File: src/verilog/isa_pkg.sv
/*
 * instruction set subset: opcodes, funct codes, field positions,
 * word width and reset vector
 */
`default_nettype none

package isa_pkg;

	// ==============================
	// word and field layout
	// ==============================
	localparam int INSTR_W = 32;
	localparam int OP_LSB  = 26;
	localparam int OP_W    = 6;
	localparam int FN_W    = 6;
	localparam int IDX_W   = 26;
	localparam int IMM_W   = 16;

	// byte distance between consecutive instructions
	localparam logic [31:0] PC_STEP = 32'd4;

	// first fetch address after reset
	localparam logic [31:0] RESET_PC = 32'h0000_0000;

	// ==============================
	// opcodes and funct codes
	// ==============================
	localparam logic [OP_W-1:0] OP_RTYPE = 6'h00;
	localparam logic [OP_W-1:0] OP_J     = 6'h02;
	localparam logic [OP_W-1:0] OP_JAL   = 6'h03;
	localparam logic [OP_W-1:0] OP_BEQ   = 6'h04;

	// jr lives under the r-type opcode
	localparam logic [FN_W-1:0] FN_JR = 6'h08;

	typedef logic [INSTR_W-1:0] instr_t;

endpackage

`default_nettype wire

File: src/verilog/fetch_pkg.sv
/*
 * fetch pipeline payloads: fetched word, transfer kind,
 * decoded packet and PC redirect
 */
`default_nettype none

package fetch_pkg;

	import isa_pkg::*;

	// ==============================
	// IF/ID payload
	// ==============================
	typedef struct packed {
		logic [31:0] pc;
		logic [31:0] pc4;
		instr_t      instr;
	} fetch_word_t;

	// ==============================
	// decode results
	// ==============================
	// control transfer class of one instruction
	typedef enum logic [1:0] {
		KIND_SEQ,
		KIND_JUMP,
		KIND_BRANCH,
		KIND_JREG
	} xfer_kind_e;

	// what leaves on the output port
	typedef struct packed {
		logic [31:0] pc;
		logic [31:0] pc4;
		instr_t      instr;
		xfer_kind_e  kind;
	} dec_pkt_t;

	// decode back to the PC register
	typedef struct packed {
		logic        valid;
		logic [31:0] target;
	} redirect_t;

endpackage

`default_nettype wire

File: src/verilog/ctrl_decode.sv
/*
 * control transfer decode: kind, jump and branch targets, redirect
 */
`timescale 1ns/1ps
`default_nettype none

module ctrl_decode
	import isa_pkg::*, fetch_pkg::*;
(
	input  logic        i_valid,
	input  fetch_word_t i_word,
	input  logic        i_con_b,
	input  logic [31:0] i_addr_jr,
	output dec_pkt_t    o_pkt,
	output redirect_t   o_redirect
);

	logic [OP_W-1:0]    opcode;
	logic [FN_W-1:0]    funct;
	logic [IDX_W-1:0]   index;
	logic [IMM_W-1:0]   imm;
	logic [31:0]        jump_target;
	logic [31:0]        branch_target;
	xfer_kind_e         kind;
	logic               taken;
	logic [31:0]        target;

	// ==============================
	// fields and targets
	// ==============================
	assign opcode = i_word.instr[OP_LSB +: OP_W];
	assign funct  = i_word.instr[FN_W-1:0];
	assign index  = i_word.instr[IDX_W-1:0];
	assign imm    = i_word.instr[IMM_W-1:0];

	// region bits of pc4 over the word index
	assign jump_target = {i_word.pc4[INSTR_W-1 -: INSTR_W-IDX_W-2], index, 2'b00};

	// signed word offset from pc4
	assign branch_target = i_word.pc4 +
		{{(INSTR_W-IMM_W-2){imm[IMM_W-1]}}, imm, 2'b00};

	// ==============================
	// classify
	// ==============================
	always_comb begin
		kind   = KIND_SEQ;
		taken  = 1'b0;
		target = branch_target;
		if (opcode == OP_J || opcode == OP_JAL) begin
			kind   = KIND_JUMP;
			taken  = 1'b1;
			target = jump_target;
		end else if (opcode == OP_BEQ) begin
			// not taken stays a branch, just no redirect
			kind  = KIND_BRANCH;
			taken = i_con_b;
		end else if (opcode == OP_RTYPE && funct == FN_JR) begin
			kind   = KIND_JREG;
			taken  = 1'b1;
			target = i_addr_jr;
		end
	end

	assign o_pkt.pc    = i_word.pc;
	assign o_pkt.pc4   = i_word.pc4;
	assign o_pkt.instr = i_word.instr;
	assign o_pkt.kind  = kind;

	assign o_redirect.valid  = i_valid && taken;
	assign o_redirect.target = target;

endmodule

`default_nettype wire

File: src/verilog/fetch_top.sv
/*
 * fetch front end: PC, memory requester, IF/ID, decode, output port
 */
`timescale 1ns/1ps
`default_nettype none

module fetch_top
	import isa_pkg::*, fetch_pkg::*;
(
	input  logic        i_clk,
	input  logic        i_nrst,
	input  logic        i_con_b,
	input  logic [31:0] i_addr_jr,
	output logic        o_mem_req,
	output logic [31:0] o_mem_addr,
	input  logic        i_mem_ack,
	input  instr_t      i_mem_rdata,
	output logic        o_req,
	input  logic        i_ack,
	output dec_pkt_t    o_pkt
);

	typedef enum logic [1:0] {
		O_IDLE,
		O_REQ,
		O_REL
	} out_state_e;

	logic [31:0] pc;
	logic [31:0] pc4;
	logic        fetch_done;
	fetch_word_t fetch_word;
	logic        ifid_valid;
	fetch_word_t ifid_word;
	dec_pkt_t    dec_pkt;
	redirect_t   redirect;
	logic        out_valid;
	out_state_e  out_state;
	logic        out_drain;
	logic        out_ready;
	logic        ifid_move;
	logic        ifid_hold;
	logic        out_hold;

	// ==============================
	// flow control
	// ==============================
	// output slot frees up on the ack fall
	assign out_drain = (out_state == O_REL) && !i_ack;
	assign out_ready = !out_valid || out_drain;
	assign ifid_move = ifid_valid && out_ready;
	assign ifid_hold = ifid_valid && !out_ready;
	assign out_hold  = out_valid && !out_drain;

	// ==============================
	// stages
	// ==============================
	pc_gen u_pc_gen (
		.i_clk      (i_clk),
		.i_nrst     (i_nrst),
		.i_advance  (fetch_done),
		.i_redirect (redirect),
		.o_pc       (pc),
		.o_pc4      (pc4)
	);

	imem_req u_imem_req (
		.i_clk       (i_clk),
		.i_nrst      (i_nrst),
		.i_pc        (pc),
		.i_pc4       (pc4),
		.i_stall     (!out_ready),
		.i_kill      (redirect.valid),
		.o_mem_req   (o_mem_req),
		.o_mem_addr  (o_mem_addr),
		.i_mem_ack   (i_mem_ack),
		.i_mem_rdata (i_mem_rdata),
		.o_done      (fetch_done),
		.o_word      (fetch_word)
	);

	// younger word is squashed by a taken transfer
	stage_reg #(.payload_t(fetch_word_t)) u_ifid (
		.i_clk   (i_clk),
		.i_nrst  (i_nrst),
		.i_load  (fetch_done),
		.i_hold  (ifid_hold),
		.i_flush (redirect.valid),
		.i_data  (fetch_word),
		.o_valid (ifid_valid),
		.o_data  (ifid_word)
	);

	// redirect only fires as the transfer itself moves on
	ctrl_decode u_ctrl_decode (
		.i_valid    (ifid_move),
		.i_word     (ifid_word),
		.i_con_b    (i_con_b),
		.i_addr_jr  (i_addr_jr),
		.o_pkt      (dec_pkt),
		.o_redirect (redirect)
	);

	stage_reg #(.payload_t(dec_pkt_t)) u_out (
		.i_clk   (i_clk),
		.i_nrst  (i_nrst),
		.i_load  (ifid_move),
		.i_hold  (out_hold),
		.i_flush (1'b0),
		.i_data  (dec_pkt),
		.o_valid (out_valid),
		.o_data  (o_pkt)
	);

	// ==============================
	// output handshake
	// ==============================
	always_ff @(posedge i_clk, negedge i_nrst) begin
		if (!i_nrst) begin
			out_state <= O_IDLE;
		end else begin
			case (out_state)
				O_IDLE: begin
					if (out_valid) begin
						out_state <= O_REQ;
					end
				end
				O_REQ: begin
					if (i_ack) begin
						out_state <= O_REL;
					end
				end
				O_REL: begin
					if (!i_ack) begin
						out_state <= O_IDLE;
					end
				end
				default: begin
					out_state <= O_IDLE;
				end
			endcase
		end
	end

	assign o_req = (out_state == O_REQ);

endmodule

`default_nettype wire

File: src/verilog/imem_req.sv
/*
 * four-phase requester to the instruction memory, one fetch per PC
 */
`timescale 1ns/1ps
`default_nettype none

module imem_req
	import isa_pkg::*, fetch_pkg::*;
(
	input  logic        i_clk,
	input  logic        i_nrst,
	input  logic [31:0] i_pc,
	input  logic [31:0] i_pc4,
	input  logic        i_stall,
	input  logic        i_kill,
	output logic        o_mem_req,
	output logic [31:0] o_mem_addr,
	input  logic        i_mem_ack,
	input  instr_t      i_mem_rdata,
	output logic        o_done,
	output fetch_word_t o_word
);

	typedef enum logic [1:0] {
		S_IDLE,
		S_WAIT_ACK,
		S_WAIT_REL,
		S_DONE
	} state_e;

	state_e      state;
	logic        stale;
	logic        issue;
	fetch_word_t word_q;

	// start a fetch only when downstream has room and no redirect is pending
	assign issue = (state == S_IDLE) && !i_stall && !i_kill;

	// ==============================
	// handshake FSM
	// ==============================
	always_ff @(posedge i_clk, negedge i_nrst) begin
		if (!i_nrst) begin
			state <= S_IDLE;
			stale <= 1'b0;
		end else begin
			// a redirect while busy makes the returning word useless
			if (state != S_IDLE && i_kill) begin
				stale <= 1'b1;
			end
			case (state)
				S_IDLE: begin
					if (issue) begin
						state <= S_WAIT_ACK;
						stale <= 1'b0;
					end
				end
				S_WAIT_ACK: begin
					if (i_mem_ack) begin
						state <= S_WAIT_REL;
					end
				end
				S_WAIT_REL: begin
					// stale words skip the done strobe
					if (!i_mem_ack) begin
						state <= (stale || i_kill) ? S_IDLE : S_DONE;
					end
				end
				default: begin
					if (!i_stall || i_kill) begin
						state <= S_IDLE;
					end
				end
			endcase
		end
	end

	// address and pc4 latched at issue, data at the ack rise
	always_ff @(posedge i_clk) begin
		if (issue) begin
			word_q.pc  <= i_pc;
			word_q.pc4 <= i_pc4;
		end
		if (state == S_WAIT_ACK && i_mem_ack) begin
			word_q.instr <= i_mem_rdata;
		end
	end

	assign o_mem_req  = (state == S_WAIT_ACK);
	assign o_mem_addr = word_q.pc;
	assign o_done     = (state == S_DONE) && !i_stall && !i_kill;
	assign o_word     = word_q;

endmodule

`default_nettype wire

File: src/verilog/pc_gen.sv
/*
 * PC register with PC+4 adder and next-PC select
 */
`timescale 1ns/1ps
`default_nettype none

module pc_gen
	import isa_pkg::*, fetch_pkg::*;
(
	input  logic        i_clk,
	input  logic        i_nrst,
	input  logic        i_advance,
	input  redirect_t   i_redirect,
	output logic [31:0] o_pc,
	output logic [31:0] o_pc4
);

	logic [31:0] pc;
	logic [31:0] pc4;
	logic [31:0] next_pc;

	// sequential successor
	assign pc4 = pc + PC_STEP;

	// ==============================
	// next-PC select
	// ==============================
	// a redirect wins over a plain advance
	always_comb begin
		if (i_redirect.valid) begin
			next_pc = i_redirect.target;
		end else if (i_advance) begin
			next_pc = pc4;
		end else begin
			next_pc = pc;
		end
	end

	always_ff @(posedge i_clk, negedge i_nrst) begin
		if (!i_nrst) begin
			pc <= RESET_PC;
		end else begin
			pc <= next_pc;
		end
	end

	assign o_pc  = pc;
	assign o_pc4 = pc4;

endmodule

`default_nettype wire

File: src/verilog/stage_reg.sv
/*
 * valid-tagged pipeline register with hold and flush
 */
`timescale 1ns/1ps
`default_nettype none

module stage_reg #(
	parameter type payload_t = logic [31:0]
) (
	input  logic     i_clk,
	input  logic     i_nrst,
	input  logic     i_load,
	input  logic     i_hold,
	input  logic     i_flush,
	input  payload_t i_data,
	output logic     o_valid,
	output payload_t o_data
);

	logic     valid;
	payload_t data;

	// flush beats hold, hold beats load
	always_ff @(posedge i_clk, negedge i_nrst) begin
		if (!i_nrst) begin
			valid <= 1'b0;
		end else if (i_flush) begin
			valid <= 1'b0;
		end else if (!i_hold) begin
			valid <= i_load;
		end
	end

	always_ff @(posedge i_clk) begin
		if (i_load && !i_hold) begin
			data <= i_data;
		end
	end

	assign o_valid = valid;
	assign o_data  = data;

endmodule

`default_nettype wire

File: config.mk
export PLATFORM = sky130hd
export DESIGN_NAME = fetch_top
export DESIGN_NICKNAME = d
export VERILOG_FILES = /design/src/verilog/isa_pkg.sv /design/src/verilog/fetch_pkg.sv /design/src/verilog/ctrl_decode.sv /design/src/verilog/fetch_top.sv /design/src/verilog/imem_req.sv /design/src/verilog/pc_gen.sv /design/src/verilog/stage_reg.sv
export SDC_FILE = /design/constraint.sdc
export NUM_CORES = 1
export LEC_CHECK = 0
export BUFFER_PORTS_ARGS = -buffer_cell sky130_fd_sc_hd__buf_2
export CORE_MARGIN = 2
export CORE_UTILIZATION = 53
export CTS_CLUSTER_SIZE = 20
export DETAILED_ROUTE_END_ITERATION = 6
export GPL_TIMING_DRIVEN = 1
export PLACE_DENSITY = 0.84
export RECOVER_POWER = 50
export SLEW_MARGIN = 0
export SYNTH_ARGS = -nofsm -noshare
export SYNTH_HDL_FRONTEND = slang
export SYNTH_HIERARCHICAL = 1
export SYNTH_SLANG_ARGS = --single-unit
File: constraint.sdc
create_clock -name i_clk -period 10.95 [get_ports i_clk]
set_input_delay 2.19 -clock i_clk [delete_from_list [all_inputs] [get_ports i_clk]]
set_output_delay 2.19 -clock i_clk [all_outputs]
set_load 0.02 [all_outputs]
==> flow_summary.toml, run 1 <==
[status]
outcome = "complete, but fails checks"
violations = "max-capacitance violations, max-slew violations"

[synthesis]
netlist_area_um2 = 14800
yosys_register_bits = 329
yosysSeqAreaShare_pct = 65.6
ys_warn_count = 6
synth-edff-count = 290
syn_avg_cell_area_um2 = 13.3
yosysTopAreaCell = "edfxtp_1"
yosysTopAreaCellShare_pct = 59.0
async_flop_share_pct = 11.9
synthFlopType = "edfxtp_1"
ys_types = 76
synthCells = 1111
yosys-top-cells-area = "edfxtp_1, buf_4, dfrtp_1"
syn-num-nets = 1211

[setup_path]
max_stage_delay_ns = 1.16
cp-start-kind = "flop"
crit_path_frequent_cell = "buf_4"
cp.arrival_ns = 5.42
critPathRequiredTime_ns = 11.33
critPathMaxFanout = 42
startpoint = "u_ifid/o_data[31]$_DFFE_PP_"
worstSetupEndpointType = "flop"
r2r_start = "u_ifid/o_data[31]$_DFFE_PP_"
reg2reg_depth = 10
reg2reg_to = "u_pc_gen/o_pc[16]$_DFFE_PN0N_"
crit_chain = "or3_1 -> nor3_1 -> and4_1 -> clkbuf_1 -> nor2_1 -> buf_4 -> a21boi_4 -> buf_4 -> clkinv_1 -> mux2_2"
worstSetupPathType = "reg2reg"
crit_end = "u_pc_gen/o_pc[16]$_DFFE_PN0N_"
r2r_slack_ns = 5.90
cpMaxStageDelayCell = "clkbuf_1"

[min_path]
hold_class = "reg2reg"

[grt]
grt_pass1_vias = 8778
grt_overflow = 0
grt_start_max_net_pins = 64
antenna_found_initial = 0
grt_use_total_pct = 22.8
grt_pass1_wl_um = 50200

[clock_network]
hold_buffers = 0
root_buffer = "clkbuf_16"
clock_latency_ns = 0.51
postCtsSetupBuffers = 0
cts_resized = 0
cts_tree = "built"
cts_sinks = 329
cts-buffers-inserted = 34
clk_pin_slew_ns = 0.06
htreeDepth = 2
cts_buffer_depth = 3

[sta]
min_period_over_period_pct = 46.1
max_freq_ghz = 0.198
tns_ns = 0
slew_viol_final = 100
worst_slew_pin_slew_ns = 2.34
final-hold-violation-count = 0
min_period_ns = 5.05
setup_viol = 0
skew_ns = 0.0245
slew_headroom_pct = -56.1
grt_setup_unrepaired = "false"

[route]
wl_per_cell_um = 21.0
via_per_inst = 5.76
drtPass1Iterations = 5
drt_wl_total_um = 33400
vias = 9163
route.detailed.drc = 0
drt_iter0_drc = 1227
ant_nets = 0

[die]
die_area_um2 = 29200
die_width_um = 171
fp.dieH_um = 171
fp.coreArea_um2 = 27600
rows = 61
initial_core_util_pct = 53.4
pin_count = 201

[pwr]
p_seq_share_pct = 46.4
p_sw_uw = 1670
pwr_density_cell_nw_per_um2 = 296
peakVddDrop_uv = 216
p_int_uw = 3150
p_leak_uw = 0.00598
pwr-share-clk_pct = 25.1
sw_frac_of_total_pct = 34.7
power_frac_comb_pct = 28.6

[cells_and_area]
multiInputGateArea_um2 = 3900
nets = 1288
final_area_um2 = 16300
area.growth.synth_to_final_pct = 10.6
antenna_cells = 0
fill_cells = 2145
regArea_um2 = 9680
utilization_pct = 59.1
drive_above_1_share_pct = 20.9

[placement]
port_buffers = 200
place.gp.congestion = 0.922
postPlaceCellArea_um2 = 15200
dp_hpwl_um = 23000

[job]
max-cap-violations = 3
## logic make-up after synthesis
logic type	synth area share [%]
compound gates	8.62
buf+inv	8.09
xor+xnor	3.80
mux	0.797
fa+ha+maj	2.68
flops	65.6
other cells	0.0254
simple gates	10.4
## critical path, delay by kind of cell (launching register included)
kind / cells / cell delay (ns)
multiplexers: 1 / 0.53
AND/OR/NAND/NOR: 4 / 1.31
buffers and inverters: 4 / 2.58
flip-flops: 1 / 0.37
AO/OA/AOI/OAI: 1 / 0.13
## registers in the layout, summed over array words and instances (netlist names)
name                   cells
out_state                  2
u_ifid/o_data             96
u_ifid/o_valid             1
u_imem_req/o_mem_addr     32
u_imem_req/o_word         64
u_imem_req/stale           1
u_imem_req/state           2
u_out/o_data              98
u_out/o_valid              1
u_pc_gen/o_pc             32
## power groups by stage
stage | registers (uW) | logic (uW) | clock network (uW)
final | 2240 | 1380 | 1210
after global routing | 2280 | 1490 | 1270
after CTS | 2230 | 1380 | 1230
after detailed placement | 2250 | 1360 | 0
after global placement | 2240 | 1320 | 0
after floorplan | 2330 | 965 | 0
## area by class of cell
class                           count  area share [%]
Inverter                           13           0.299
Clock buffer                       44            5.70
Clock inverter                     17            1.46
Multi-Input combinational cell    598            23.9
Sequential cell                   329            59.4
Timing Repair Buffer              212            6.39
Tap cell                          378            2.90
## synth_stat cells, types with 2 or more instances
library cell / count
a211o_1: 5
a211oi_1: 3
a211oi_2: 2
a21boi_0: 2
a21o_1: 12
a21oi_1: 57
a22oi_1: 2
a311oi_1: 3
a31o_2: 2
a31oi_1: 27
and2_1: 7
and2b_2: 2
and3_1: 8
and4_1: 10
buf_2: 9
buf_4: 130
clkbuf_1: 29
clkbuf_2: 3
dfrtp_1: 39
edfxtp_1: 290
ha_1: 30
inv_1: 12
mux2_2: 6
mux2i_1: 5
nand2_1: 83
nand2b_1: 9
nand3_1: 25
nand3b_1: 2
nand4_1: 22
nor2_1: 68
nor2b_1: 6
nor3_1: 11
nor4_1: 9
o211ai_1: 4
o21ai_0: 44
o21ai_1: 2
o22ai_1: 3
o31a_1: 3
o31ai_1: 9
or3_1: 7
or4_1: 12
xnor2_1: 37
xor2_1: 27
## placed cells by master, fill, tap and decap left out, drive strengths merged, types with 25 or more instances in the layout
cell type / n
clkbuf: 81
nand3: 25
ha: 30
dfrtp: 39
buf: 175
xnor2: 37
a31oi: 28
edfxtp: 290
nand2: 83
a21oi: 57
nor2: 68
xor2: 27
o21ai: 47
## through the flow
| stage | total power [uW] | std cells | setup WS, ns | hold WS, ns |
|---|---|---|---|---|
| 2_1_floorplan | 3300 | 1111 | 4.11 | 0.400 |
| 3_3_place_gp | 3570 | 1530 | 5.99 | 0.401 |
| 3_5_place_dp | 3620 | 1530 | 5.90 | 0.405 |
| 4_1_cts | 4840 | 1591 | 6.41 | 0.405 |
| 5_1_grt | 5040 | 1591 | 5.60 | 0.411 |
| 6_report | 4820 | 1591 | 5.90 | 0.405 |
## worst min-delay path by stage
stage	start	slack, ns	endpoint	cells past startpoint
CTS	u_ifid/o_data[69]$_DFFE_PP_	0.40	u_out/o_data[71]$_DFFE_PP_	0
finish	u_ifid/o_data[69]$_DFFE_PP_	0.40	u_out/o_data[71]$_DFFE_PP_	0
global route	u_ifid/o_data[69]$_DFFE_PP_	0.41	u_out/o_data[71]$_DFFE_PP_	0
floorplan	u_imem_req/o_word[0]$_DFFE_PP_	0.40	u_ifid/o_data[0]$_DFFE_PP_	0
global placement	u_imem_req/o_word[51]$_DFFE_PP_	0.40	u_ifid/o_data[51]$_DFFE_PP_	0
detailed placement	u_imem_req/o_word[0]$_DFFE_PP_	0.40	u_ifid/o_data[0]$_DFFE_PP_	0
## layer usage
metal | track usage, % | routed length [um] | up-vias
li1 | - | - | 4159
met1 | 32.3 | 13900 | 4396
met2 | 36.1 | 15500 | 524
met3 | 3.93 | 2990 | 84
met4 | 7.37 | 988 | 0
met5 | 0 | 0 | -
Note: power is estimated with default switching activity, not from simulation.
==> run 2, diff against run 1 <==
Settings changed: CORE_UTILIZATION 53 to 52, PLACE_DENSITY 0.84 to 0.86.
Clock period 10.95 ns to 4.35 ns, I/O delays scaled along.
==> flow_summary.toml, run 2 (same netlist as run 1, synthesis figures left out) <==
[cells_and_area]
nets = 1290
drive_above_1_share_pct = 16.9
final_common_cell = "edfxtp_1"
final_area_um2 = 16300
area.growth.synth_to_final_pct = 10.7
largest_reg_flops = 98
layout_common_cells = "edfxtp_1, buf_2, clkbuf_1"

[sta]
timing.final.ws_setup_ns = 0.738
max_freq_ghz = 0.277
grt_setup_unrepaired = "false"
slew_headroom_pct = -65.9
final-hold-violation-count = 0
setup_viol = 0
min_period_ns = 3.61
min_period_over_period_pct = 83.0
slew_viol_final = 73
tns_ns = 0
worst_slew_pin_slew_ns = 2.49
skew_ns = 0.0188

[route]
route.detailed.drc = 0
ant_nets = 0
drt_wl_total_um = 33600
vias = 9239
via_per_inst = 5.80
drtPass1Iterations = 5
drt_iter0_drc = 1118
wl_per_cell_um = 21.1

[grt]
grt_pass1_vias = 8991
antenna_found_initial = 1
grt_use_total_pct = 22.5
grt_start_max_net_pins = 82
grt_pass1_wl_um = 50400
grt_overflow = 0

[setup_path]
cpMaxStageDelayCell = "a211oi_1"
reg2reg_depth = 12
crit_buf_inv = 0
startpoint = "u_ifid/o_data[0]$_DFFE_PP_"
critPathRequiredTime_ns = 4.80
cp.depth = 12
r2r_start = "u_ifid/o_data[0]$_DFFE_PP_"
crit_chain = "ha_1 -> fa_1 -> a211oi_1 -> nor3_1 -> or2_2 -> a41oi_1 -> o21ai_0 -> a31oi_1 -> mux2_2 -> a21oi_1 -> nor2_1 -> a31oi_1"
worstSetupPathType = "reg2reg"
cpLargestDelayFamily = "compound AO/OA/AOI/OAI gates"
cp.arrival_ns = 4.06
critPathMaxFanout = 4
r2r_slack_ns = 0.74
cp-start-kind = "flop"
max_stage_delay_ns = 0.52
reg2reg_to = "u_pc_gen/o_pc[18]$_DFFE_PN0N_"
crit_end = "u_pc_gen/o_pc[18]$_DFFE_PN0N_"
worstSetupEndpointType = "flop"
crit_path_frequent_cell = "a31oi_1"

[clock_network]
postCtsSetupBuffers = 0
cts_tree = "built"
htreeDepth = 2
clock_latency_ns = 0.52
clk_pin_slew_ns = 0.07
cts_resized = 0
root_buffer = "clkbuf_16"
hold_buffers = 0
cts-buffers-inserted = 34
cts_buffer_depth = 3
cts_sinks = 329

[status]
outcome = "complete, but fails checks"
violations = "max-capacitance violations, max-slew violations"

[pwr]
p_leak_uw = 0.00588
sw_frac_of_total_pct = 34.2
p_seq_share_pct = 46.4
p_int_uw = 7980
peakVddDrop_uv = 431
pwr-share-clk_pct = 25.7
power_frac_comb_pct = 27.9
pwr_density_cell_nw_per_um2 = 742
p_sw_uw = 4150

[placement]
postPlaceCellArea_um2 = 15200
port_buffers = 200
dp_hpwl_um = 23200
pre_cts_ws_ns = 0.838
place.gp.congestion = 0.927

[min_path]
hold_class = "reg2reg"
min_from = "u_ifid/o_data[72]$_DFFE_PP_"

[job]
max-cap-violations = 2

[die]
pin_count = 201
rows = 61
die_width_um = 172
initial_core_util_pct = 53.0
fp.dieH_um = 172
die_area_um2 = 29700
fp.coreArea_um2 = 27900
==> run 2: worst min path at each step <==
stage	endpoint	slack, ns	cells past startpoint
2_1_floorplan	u_ifid/o_data[0]$_DFFE_PP_	0.40	0
3_3_place_gp	u_ifid/o_data[47]$_DFFE_PP_	0.40	0
4_1_cts	u_ifid/o_data[40]$_DFFE_PP_	0.42	0
6_report	u_out/o_data[74]$_DFFE_PP_	0.41	0
5_1_grt	u_out/o_data[74]$_DFFE_PP_	0.42	0
3_5_place_dp	u_ifid/o_data[4]$_DFFE_PP_	0.40	0
==> run 2: power by group through the flow <==
stage / registers, uW / logic, uW / clock network (uW)
floorplan: 5860 / 2440 / 0
global placement: 5630 / 3320 / 0
detailed placement: 5670 / 3390 / 0
CTS: 5620 / 3410 / 3160
global route: 5740 / 3680 / 3280
finish: 5630 / 3380 / 3120
==> run 2: through the flow <==
stage	std cells	util (%)	total power (uW)	hold WS (ns)
finish	1594	58.6	12100	0.414
global route	1594	58.6	12700	0.420
CTS	1593	59.1	12200	0.415
detailed placement	1532	54.7	9060	0.405
global placement	1532	54.7	8940	0.401
floorplan	1111	-	8290	0.400
==> run 2: routing by layer <==
metal | track usage [%] | up-vias | share of wire, % | wire length [um]
li1 | - | 4155 | - | -
met1 | 30.9 | 4521 | 43 | 14300
met2 | 36.1 | 483 | 46 | 15500
met3 | 4.07 | 80 | 8.2 | 2740
met4 | 8.81 | 0 | 3.4 | 1130
met5 | 0 | - | 0 | 0
==> run 2: area by class of cell <==
cell class	instances	area, um2
Antenna cell	1	2.50
Clock buffer	43	958
Clock inverter	18	254
Fill cell	2165	11500
Inverter	13	48.8
Multi-Input combinational cell	598	3900
Sequential cell	329	9680
Tap cell	378	473
Timing Repair Buffer	214	1020
